--- config.mk ---
export PLATFORM = sky130hd
export DESIGN_NAME = memory_writer_flat
export DESIGN_NICKNAME = d
export VERILOG_FILES = /design/src/hw/frame_pkg.sv /design/src/hw/mem_write_if.sv /design/src/hw/stream_input_stage.sv /design/src/hw/pixel_delay_line.sv /design/src/hw/memory_writer.sv /design/src/flat_wrapper.sv
export VERILOG_INCLUDE_DIRS = /design/src /design/src/hw
export SDC_FILE = /design/constraint.sdc
export NUM_CORES = 1
export LEC_CHECK = 0
export BUFFER_PORTS_ARGS = -buffer_cell sky130_fd_sc_hd__buf_2
export CAP_MARGIN = 0
export CORE_MARGIN = 5
export CORE_UTILIZATION = 49
export CTS_CLUSTER_SIZE = 16
export DETAILED_ROUTE_END_ITERATION = 16
export HOLD_SLACK_MARGIN = 0.12
export PLACE_DENSITY = 0.77
export SYNTH_ARGS = -nofsm -noshare
export SYNTH_HDL_FRONTEND = slang
export SYNTH_SLANG_ARGS = --single-unit
export TNS_END_PERCENT = 100
--- constraint.sdc ---
create_clock -name clk -period 4.54 [get_ports clk]
set_input_delay 1.135 -clock clk [delete_from_list [all_inputs] [get_ports clk]]
set_output_delay 1.135 -clock clk [all_outputs]
set_load 0.05 [all_outputs]
--- src/hw/frame_config.svh ---
`ifndef FRAME_CONFIG_SVH
`define FRAME_CONFIG_SVH

// Pixel word, one 32-bit RGBA sample
`define FRAME_DATA_W 32

// Word address into the frame memory
`define FRAME_ADDR_W 32

// Stages between stream take and bus beat
`define FRAME_DELAY_DEPTH 3

// Triple buffering
`define FRAME_SLOTS 3

// On-chip store, enough for three small test frames
`define FRAME_MEM_WORDS 1024

`endif

--- src/hw/frame_pkg.sv ---
`include "frame_config.svh"

package frame_pkg;

	// One pixel word on the stream and on the bus
	typedef logic [`FRAME_DATA_W-1:0] pixel_t;

	// Word address
	typedef logic [`FRAME_ADDR_W-1:0] addr_t;

	// Burst encoding as on AXI
	typedef enum logic [1:0] {
		FIXED = 2'd0, // Pointer holds
		INCR  = 2'd1  // Pointer steps one word per beat
	} burst_kind_t;

	// Writer sequencing
	typedef enum logic [1:0] {
		IDLE,       // Waiting for start of frame
		RECEIVE,    // Taking pixels, counting lines
		FRAME_DONE  // Single cycle, frame handed off
	} writer_state_t;

endpackage

--- src/hw/mem_write_if.sv ---
`timescale 1ns/10ps
`include "frame_config.svh"

interface mem_write_if import frame_pkg::*; ();

	logic                       start; // Burst header strobe
	addr_t                      addr;  // Burst start address
	logic [31:0]                len;   // Beats in burst
	logic [2:0]                 size;  // log2 of bytes per beat
	burst_kind_t                burst;
	pixel_t                     data;
	logic [`FRAME_DATA_W/8-1:0] strb;  // Byte enables
	logic                       beat;  // Data strobe

	// Writer side
	modport writer (
		output start, addr, len, size, burst, data, strb, beat
	);

	// Memory side, never stalls so no ready
	modport memory (
		input start, addr, len, size, burst, data, strb, beat
	);

endinterface

--- src/hw/stream_input_stage.sv ---
`timescale 1ns/10ps

module stream_input_stage import frame_pkg::*; (
	input  logic   clk,
	input  logic   rst_n,
	input  pixel_t s_tdata,
	input  logic   s_tvalid,
	input  logic   s_tlast,
	input  logic   s_tuser,
	output logic   s_tready,
	input  logic   take,       // Consumer empties the register this cycle
	output logic   beat_valid,
	output pixel_t beat_data,
	output logic   beat_last,
	output logic   beat_user
);

	logic armed; // Low only in the first cycle after reset
	logic full;  // Register holds an untaken beat
	logic xfer;

	// Empty, or emptied in the same cycle
	assign s_tready = armed && (!full || take);
	assign xfer     = s_tvalid && s_tready;

	always_ff @(posedge clk or negedge rst_n) begin
		if (!rst_n) begin
			armed <= 1'b0;
			full  <= 1'b0;
		end else begin
			armed <= 1'b1;
			if (xfer)
				full <= 1'b1; // Refill wins over take
			else if (take)
				full <= 1'b0;
		end
	end

	// Payload
	always_ff @(posedge clk) begin
		if (xfer) begin
			beat_data <= s_tdata;
			beat_last <= s_tlast; // End of line
			beat_user <= s_tuser; // Start of frame
		end
	end

	assign beat_valid = full;

endmodule

--- src/hw/pixel_delay_line.sv ---
`timescale 1ns/10ps
`include "frame_config.svh"

module pixel_delay_line import frame_pkg::*; (
	input  logic   clk,
	input  logic   rst_n,
	input  logic   shift_en,
	input  logic   in_valid,
	input  pixel_t in_data,
	output logic   out_valid,
	output pixel_t out_data
);

	localparam int DEPTH = `FRAME_DELAY_DEPTH;

	logic [DEPTH-1:0] valid_q;        // Bit 0 is the newest stage
	pixel_t           data_q [DEPTH];

	always_ff @(posedge clk or negedge rst_n) begin
		if (!rst_n)
			valid_q <= '0;
		else if (shift_en)
			valid_q <= {valid_q[DEPTH-2:0], in_valid}; // Bubbles shift too
	end

	always_ff @(posedge clk) begin
		if (shift_en) begin
			data_q[0] <= in_data;
			for (int i = 1; i < DEPTH; i++)
				data_q[i] <= data_q[i-1];
		end
	end

	// Oldest stage
	assign out_valid = valid_q[DEPTH-1];
	assign out_data  = data_q[DEPTH-1];

endmodule

--- src/hw/memory_writer.sv ---
`timescale 1ns/10ps
`include "frame_config.svh"

module memory_writer import frame_pkg::*; (
	input  logic        clk,
	input  logic        rst_n,
	input  logic [31:0] pixels_per_frame,
	input  logic [15:0] frame_height,     // Lines per frame
	input  pixel_t      s_axis_tdata,
	input  logic        s_axis_tvalid,
	input  logic        s_axis_tlast,     // End of line
	input  logic        s_axis_tuser,     // Start of frame
	output logic        s_axis_tready,
	mem_write_if.writer wr,
	output logic        frame_ready,
	output addr_t       base_addr_out
);

	localparam int FLIGHT_W = $clog2(`FRAME_DELAY_DEPTH + 1);
	localparam int SLOT_W   = $clog2(`FRAME_SLOTS);

	writer_state_t       state, next_state;
	logic [SLOT_W-1:0]   slot;       // Frame buffer index
	logic [15:0]         line_count;
	logic [FLIGHT_W-1:0] in_flight;  // Valid stages in the delay line
	addr_t               frame_base;

	logic   beat_valid, beat_last, beat_user;
	pixel_t beat_data;
	logic   take, pixel_in, sof, lines_done, shift_en;
	logic   dl_valid;
	pixel_t dl_data;

	stream_input_stage i_input (
		.clk        (clk),
		.rst_n      (rst_n),
		.s_tdata    (s_axis_tdata),
		.s_tvalid   (s_axis_tvalid),
		.s_tlast    (s_axis_tlast),
		.s_tuser    (s_axis_tuser),
		.s_tready   (s_axis_tready),
		.take       (take),
		.beat_valid (beat_valid),
		.beat_data  (beat_data),
		.beat_last  (beat_last),
		.beat_user  (beat_user)
	);

	pixel_delay_line i_delay (
		.clk       (clk),
		.rst_n     (rst_n),
		.shift_en  (shift_en),
		.in_valid  (pixel_in),
		.in_data   (beat_data),
		.out_valid (dl_valid),
		.out_data  (dl_data)
	);

	assign frame_base = pixels_per_frame * addr_t'(slot);
	assign sof        = (state == IDLE) && beat_valid && beat_user;
	assign lines_done = line_count == frame_height;

	// Beats without tuser in IDLE are taken and dropped to resync
	assign take     = beat_valid && ((state == IDLE) || (state == RECEIVE && !lines_done));
	assign pixel_in = take && (state == RECEIVE || beat_user);
	assign shift_en = (state != IDLE) || take; // Keeps draining after the last take

	always_comb begin
		next_state = state;
		case (state)
			IDLE:       if (sof) next_state = RECEIVE;
			RECEIVE:    if (lines_done && in_flight == '0) next_state = FRAME_DONE;
			FRAME_DONE: next_state = IDLE;
			default:    next_state = IDLE;
		endcase
	end

	always_ff @(posedge clk or negedge rst_n) begin
		if (!rst_n) begin
			state         <= IDLE;
			slot          <= '0;
			line_count    <= '0;
			in_flight     <= '0;
			base_addr_out <= '0;
		end else begin
			state <= next_state;
			if (sof) begin
				line_count    <= {15'd0, beat_last}; // One-pixel line is legal
				base_addr_out <= frame_base;
			end else if (state == RECEIVE && take && beat_last) begin
				line_count <= line_count + 16'd1;
			end
			case ({pixel_in, dl_valid})
				2'b10:   in_flight <= in_flight + 1'b1;
				2'b01:   in_flight <= in_flight - 1'b1;
				default: in_flight <= in_flight;
			endcase
			if (state == FRAME_DONE)
				slot <= (slot == SLOT_W'(`FRAME_SLOTS - 1)) ? '0 : slot + 1'b1;
		end
	end

	assign frame_ready = state == FRAME_DONE;

	// Write bus
	assign wr.start = sof;
	assign wr.addr  = frame_base;
	assign wr.len   = (state != IDLE || sof) ? pixels_per_frame : 32'd0;
	assign wr.burst = (state != IDLE || sof) ? INCR : FIXED; // FIXED stops stray writes
	assign wr.size  = 3'd2;                                  // 4-byte words
	assign wr.strb  = '1;
	assign wr.data  = dl_data;
	assign wr.beat  = dl_valid;

endmodule

--- src/flat_wrapper.sv ---
// flat-port wrapper written by rule: the top's interface ports become plain ports
module memory_writer_flat import frame_pkg::*;
  (clk, rst_n, pixels_per_frame, frame_height, s_axis_tdata, s_axis_tvalid, s_axis_tlast, s_axis_tuser, s_axis_tready, frame_ready, base_addr_out, wr_start, wr_addr, wr_len, wr_size, wr_burst, wr_data, wr_strb, wr_beat);
  mem_write_if wr_i ();
  input  logic clk;
  input  logic rst_n;
  input  logic [31:0] pixels_per_frame;
  input  logic [15:0] frame_height;
  input  pixel_t s_axis_tdata;
  input  logic s_axis_tvalid;
  input  logic s_axis_tlast;
  input  logic s_axis_tuser;
  output logic s_axis_tready;
  output logic frame_ready;
  output addr_t base_addr_out;
  output wire logic [$bits(wr_i.start)-1:0] wr_start;
  output wire logic [$bits(wr_i.addr)-1:0] wr_addr;
  output wire logic [$bits(wr_i.len)-1:0] wr_len;
  output wire logic [$bits(wr_i.size)-1:0] wr_size;
  output wire logic [$bits(wr_i.burst)-1:0] wr_burst;
  output wire logic [$bits(wr_i.data)-1:0] wr_data;
  output wire logic [$bits(wr_i.strb)-1:0] wr_strb;
  output wire logic [$bits(wr_i.beat)-1:0] wr_beat;
  assign wr_start = wr_i.start;
  assign wr_addr = wr_i.addr;
  assign wr_len = wr_i.len;
  assign wr_size = wr_i.size;
  assign wr_burst = wr_i.burst;
  assign wr_data = wr_i.data;
  assign wr_strb = wr_i.strb;
  assign wr_beat = wr_i.beat;
  memory_writer u_core (.clk(clk), .rst_n(rst_n), .pixels_per_frame(pixels_per_frame), .frame_height(frame_height), .s_axis_tdata(s_axis_tdata), .s_axis_tvalid(s_axis_tvalid), .s_axis_tlast(s_axis_tlast), .s_axis_tuser(s_axis_tuser), .s_axis_tready(s_axis_tready), .wr(wr_i), .frame_ready(frame_ready), .base_addr_out(base_addr_out));
endmodule
==> results by group <==
Outcome
  – Outcome: finished, violations left
  – Violations in the final reports: setup timing

Timing
  – Slew @ Worst Pin: 0.831 ns
  – Worst clock skew: 0.0150 ns
  – Tcrit/Tclk final: 101%
  – Post-layout minimum cycle time: 4.59 ns
  – RSZ-0062 raised after global routing: true
  – Max frequency: 218 MHz
  – Pins Over Slew Limit: 0
  – Final setup TNS: -0.168 ns
  – Final setup margin: -0.0516 ns
  – Slew HR: 44.6%
  – Final hold vios: 0
  – Setup violators final: 5

Worst hold path
  – HP Class: reg2reg

Layout
  – Fraction of layout cells with a size suffix above 1: 38.5%
  – Most common cell after layout, fill and taps aside: buf_2
  – Antenna fix cells: 0
  – Post-route insts no fill: 1,295
  – Total Nets Final: 1,166
  – Most frequent cells in the layout: buf_2, edfxtp_1, buf_4, and2_1, dfrtp_1
  – Area Overhead vs Synth: 28.6%
  – Post-layout instance area: 12,000 um^2

Drt
  – Drc violations: 0
  – Vias: 6,848
  – Vias/cell: 5.29
  – TritonRoute pass-1 iters: 4
  – Routed wire length: 22.4 mm
  – Antenna-violating nets left: 0
  – Routed len/inst: 17.3 um
  – DRT iter0 DRCs: 412

Yosys
  – Area leader, netlist: edfxtp_1
  – Cells after synthesis: 792
  – Top post-synthesis cells by area: edfxtp_1, dfrtp_1, and2_1, ha_1, buf_4
  – EDFF count, synth: 130
  – Main combinational cell family by area after synthesis: simple AND/OR/NAND/NOR gates
  – Ys async rst share: 31.2%
  – Mux contribution to synthesized area: 3.22%
  – Adder-Cell Fraction of Synth Area: 4.49%
  – Syn avg cell area: 11.8 um^2
  – Xor and xnor area share after synthesis: 5.05%
  – Synth Register Bits: 189
  – Synth Area in Compound Gates: 8.90%
  – Area of the mapped netlist: 9360 um^2
  – Simple-gate share of the synthesized area: 15.9%
  – Most used DFF post-synth: edfxtp_1
  – Post-synth top area share: 41.7%
  – Library cells used by synthesis: 62
  – Ys Warns: 0
  – Post-synthesis sequential area ratio: 57.5%

Clock network
  – Root Driver: clkbuf_16
  – Deepest clock path buffer count: 2
  – CTS buffer count: 17
  – Clock Latency Late Sink: 0.44 ns
  – H-tree levels: 4
  – Sink Count: 189
  – Reg clk slew, reported paths: 0.08 ns
  – # hold bufs at CTS: 0
  – TritonCTS clock tree: yes

Setup path
  – Crit. End Element: output port
  – CP Max Fanout: 4
  – CP Data Required Time: 3.40 ns
  – Crit Path Class: in2out
  – Crit start category: input port
  – Worst-path cell chain: buf_6 -> and2_4 -> ha_4 -> fa_2 -> a211oi_4 -> nor2_2 -> a311oi_2 -> buf_4 -> a21oi_4 -> a211oi_4 -> buf_6 -> buf_6 -> xnor2_4 -> buf_6
  – Critical-path top delay cell: fa_2
  – Flop-to-flop setup slack: 1.37 ns
  – CP arrival: 3.46 ns
  – Max stage delay on crit path: 0.37 ns
  – Most used cell, CP: buf_6

Floorplanning
  – Die H: 148 um
  – Core ar.: 18,800 um^2
  – Die W: 148 um
  – Die area: 22,000 um^2
  – Initial Util: 49.9%
  – Rows: 50
  – I/O Pins: 226

Placed design
  – DP HPWL: 16.6 mm
  – Port Buffers: 217
  – Placed cell count: 1,260
  – Placed cell area: 11,100 um^2
  – Final GP Congestion: 0.874
  – Pre-CTS setup slack: -0.367 ns

Power and ir drop
  – Power per Cell Area: 318 nW/um^2
  – Leak: 5.56 nW
  – Max VDD drop: 0.000312 V

GRT
  – Largest net degree at the start of global routing: 67
  – GRT Overall Usage: 20.5%
  – GR Overflow Total: 0
  – First-pass GRT wire length: 35.8 mm
  – Initial antenna violation count: 1
  – Vias in the first global route: 6,920

Run
  – Max-cap violation count: 0
## cell usage after synthesis, types with 26 or more instances
cell / n
edfxtp_1: 130
and2_1: 66
dfrtp_1: 59
nor2_1: 49
nand2_1: 47
buf_4: 40
nor2b_1: 37
o21ai_0: 37
ha_1: 32
a21oi_1: 31
xor2_1: 28
clkbuf_1: 26
xnor2_1: 26
## registers in the layout (all words and copies together) (netlist names)
| name | cells |
|---|---|
| u_core.base_addr_out | 32 |
| u_core.i_input.beat_data | 32 |
| u_core.slot | 2 |
| u_core.i_input.beat_valid | 1 |
| u_core.i_delay.data_q | 96 |
| u_core.in_flight | 2 |
| u_core.i_input.beat_last | 1 |
| u_core.i_input.armed | 1 |
| u_core.i_input.beat_user | 1 |
| u_core.line_count | 16 |
| u_core.i_delay.valid_q | 3 |
| u_core.state | 2 |
## metal layers
layer  vias to the layer above  wire (um)  GRT usage [%]
met4                         2        565           7.62
met2                       226      11300           34.5
met5                         -         13              0
met1                      3280       9260           26.1
li1                       3302          -              -
met3                        38       1260           4.69
## what timing repair did
item / 4_1_cts / 5_1_grt
buffers inserted: 2 / 1
pin swaps: 15 / 8
endpoints found under the setup margin: 15 / 24
gates resized for setup: 40 / 35
## final cells by class
cell class	instances	area, um^2
multi-input cells	529	3860
inverters	11	41.3
well taps	234	293
flip-flops and latches	189	5380
clock buffers	17	425
fillers	1421	6730
repair buffers	300	1810
clock inverters	15	228
## power by group
group	internal [mW]	switching, mW
clock	0.785	0.813
sequential	1.91	0.0451
combinational	0.0873	0.191
total	2.78	1.05
## stage by stage
stage / power, mW / util (%) / hold slack, ns
5_1_grt: 3.99 / 64.2 / 0.418
6_report: 3.83 / 64.2 / 0.412
2_1_floorplan: 2.19 / - / 0.400
3_3_place_gp: 2.26 / 59.0 / 0.400
4_1_cts: 3.87 / 63.4 / 0.414
3_5_place_dp: 2.28 / 59.0 / 0.405
## worst max-delay path, delay by kind of cell
| family | cells | cell delay (ns) |
|---|---|---|
| compound gates | 4 | 0.72 |
| buf+inv | 5 | 0.71 |
| fa+ha+maj | 2 | 0.53 |
| simple gates | 2 | 0.23 |
| xor+xnor | 1 | 0.12 |
## worst paths after layout
path,end,depth (start not counted),startpoint
min in group asynchronous,u_core.base_addr_out[17],1,rst_n
min,u_core.i_delay.data_q[0][53],0,u_core.i_delay.data_q[0][21]
max,wr_addr[21],14,pixels_per_frame[1]
max reg2reg,u_core.base_addr_out[31],13,u_core.slot[1]
max in group asynchronous,u_core.i_input.beat_valid,2,rst_n
min reg2reg,u_core.i_delay.data_q[0][53],0,u_core.i_delay.data_q[0][21]
## kinds of logic after synthesis
group | after synthesis
adder cells (fa/ha/maj) | 33
buffers and inverters | 81
multiplexers | 27
AND/OR/NAND/NOR | 279
AO/OA/AOI/OAI | 127
XOR/XNOR | 54
other | 2
flip-flops | 189
No activity file was read; power rests on OpenSTA's default activity.
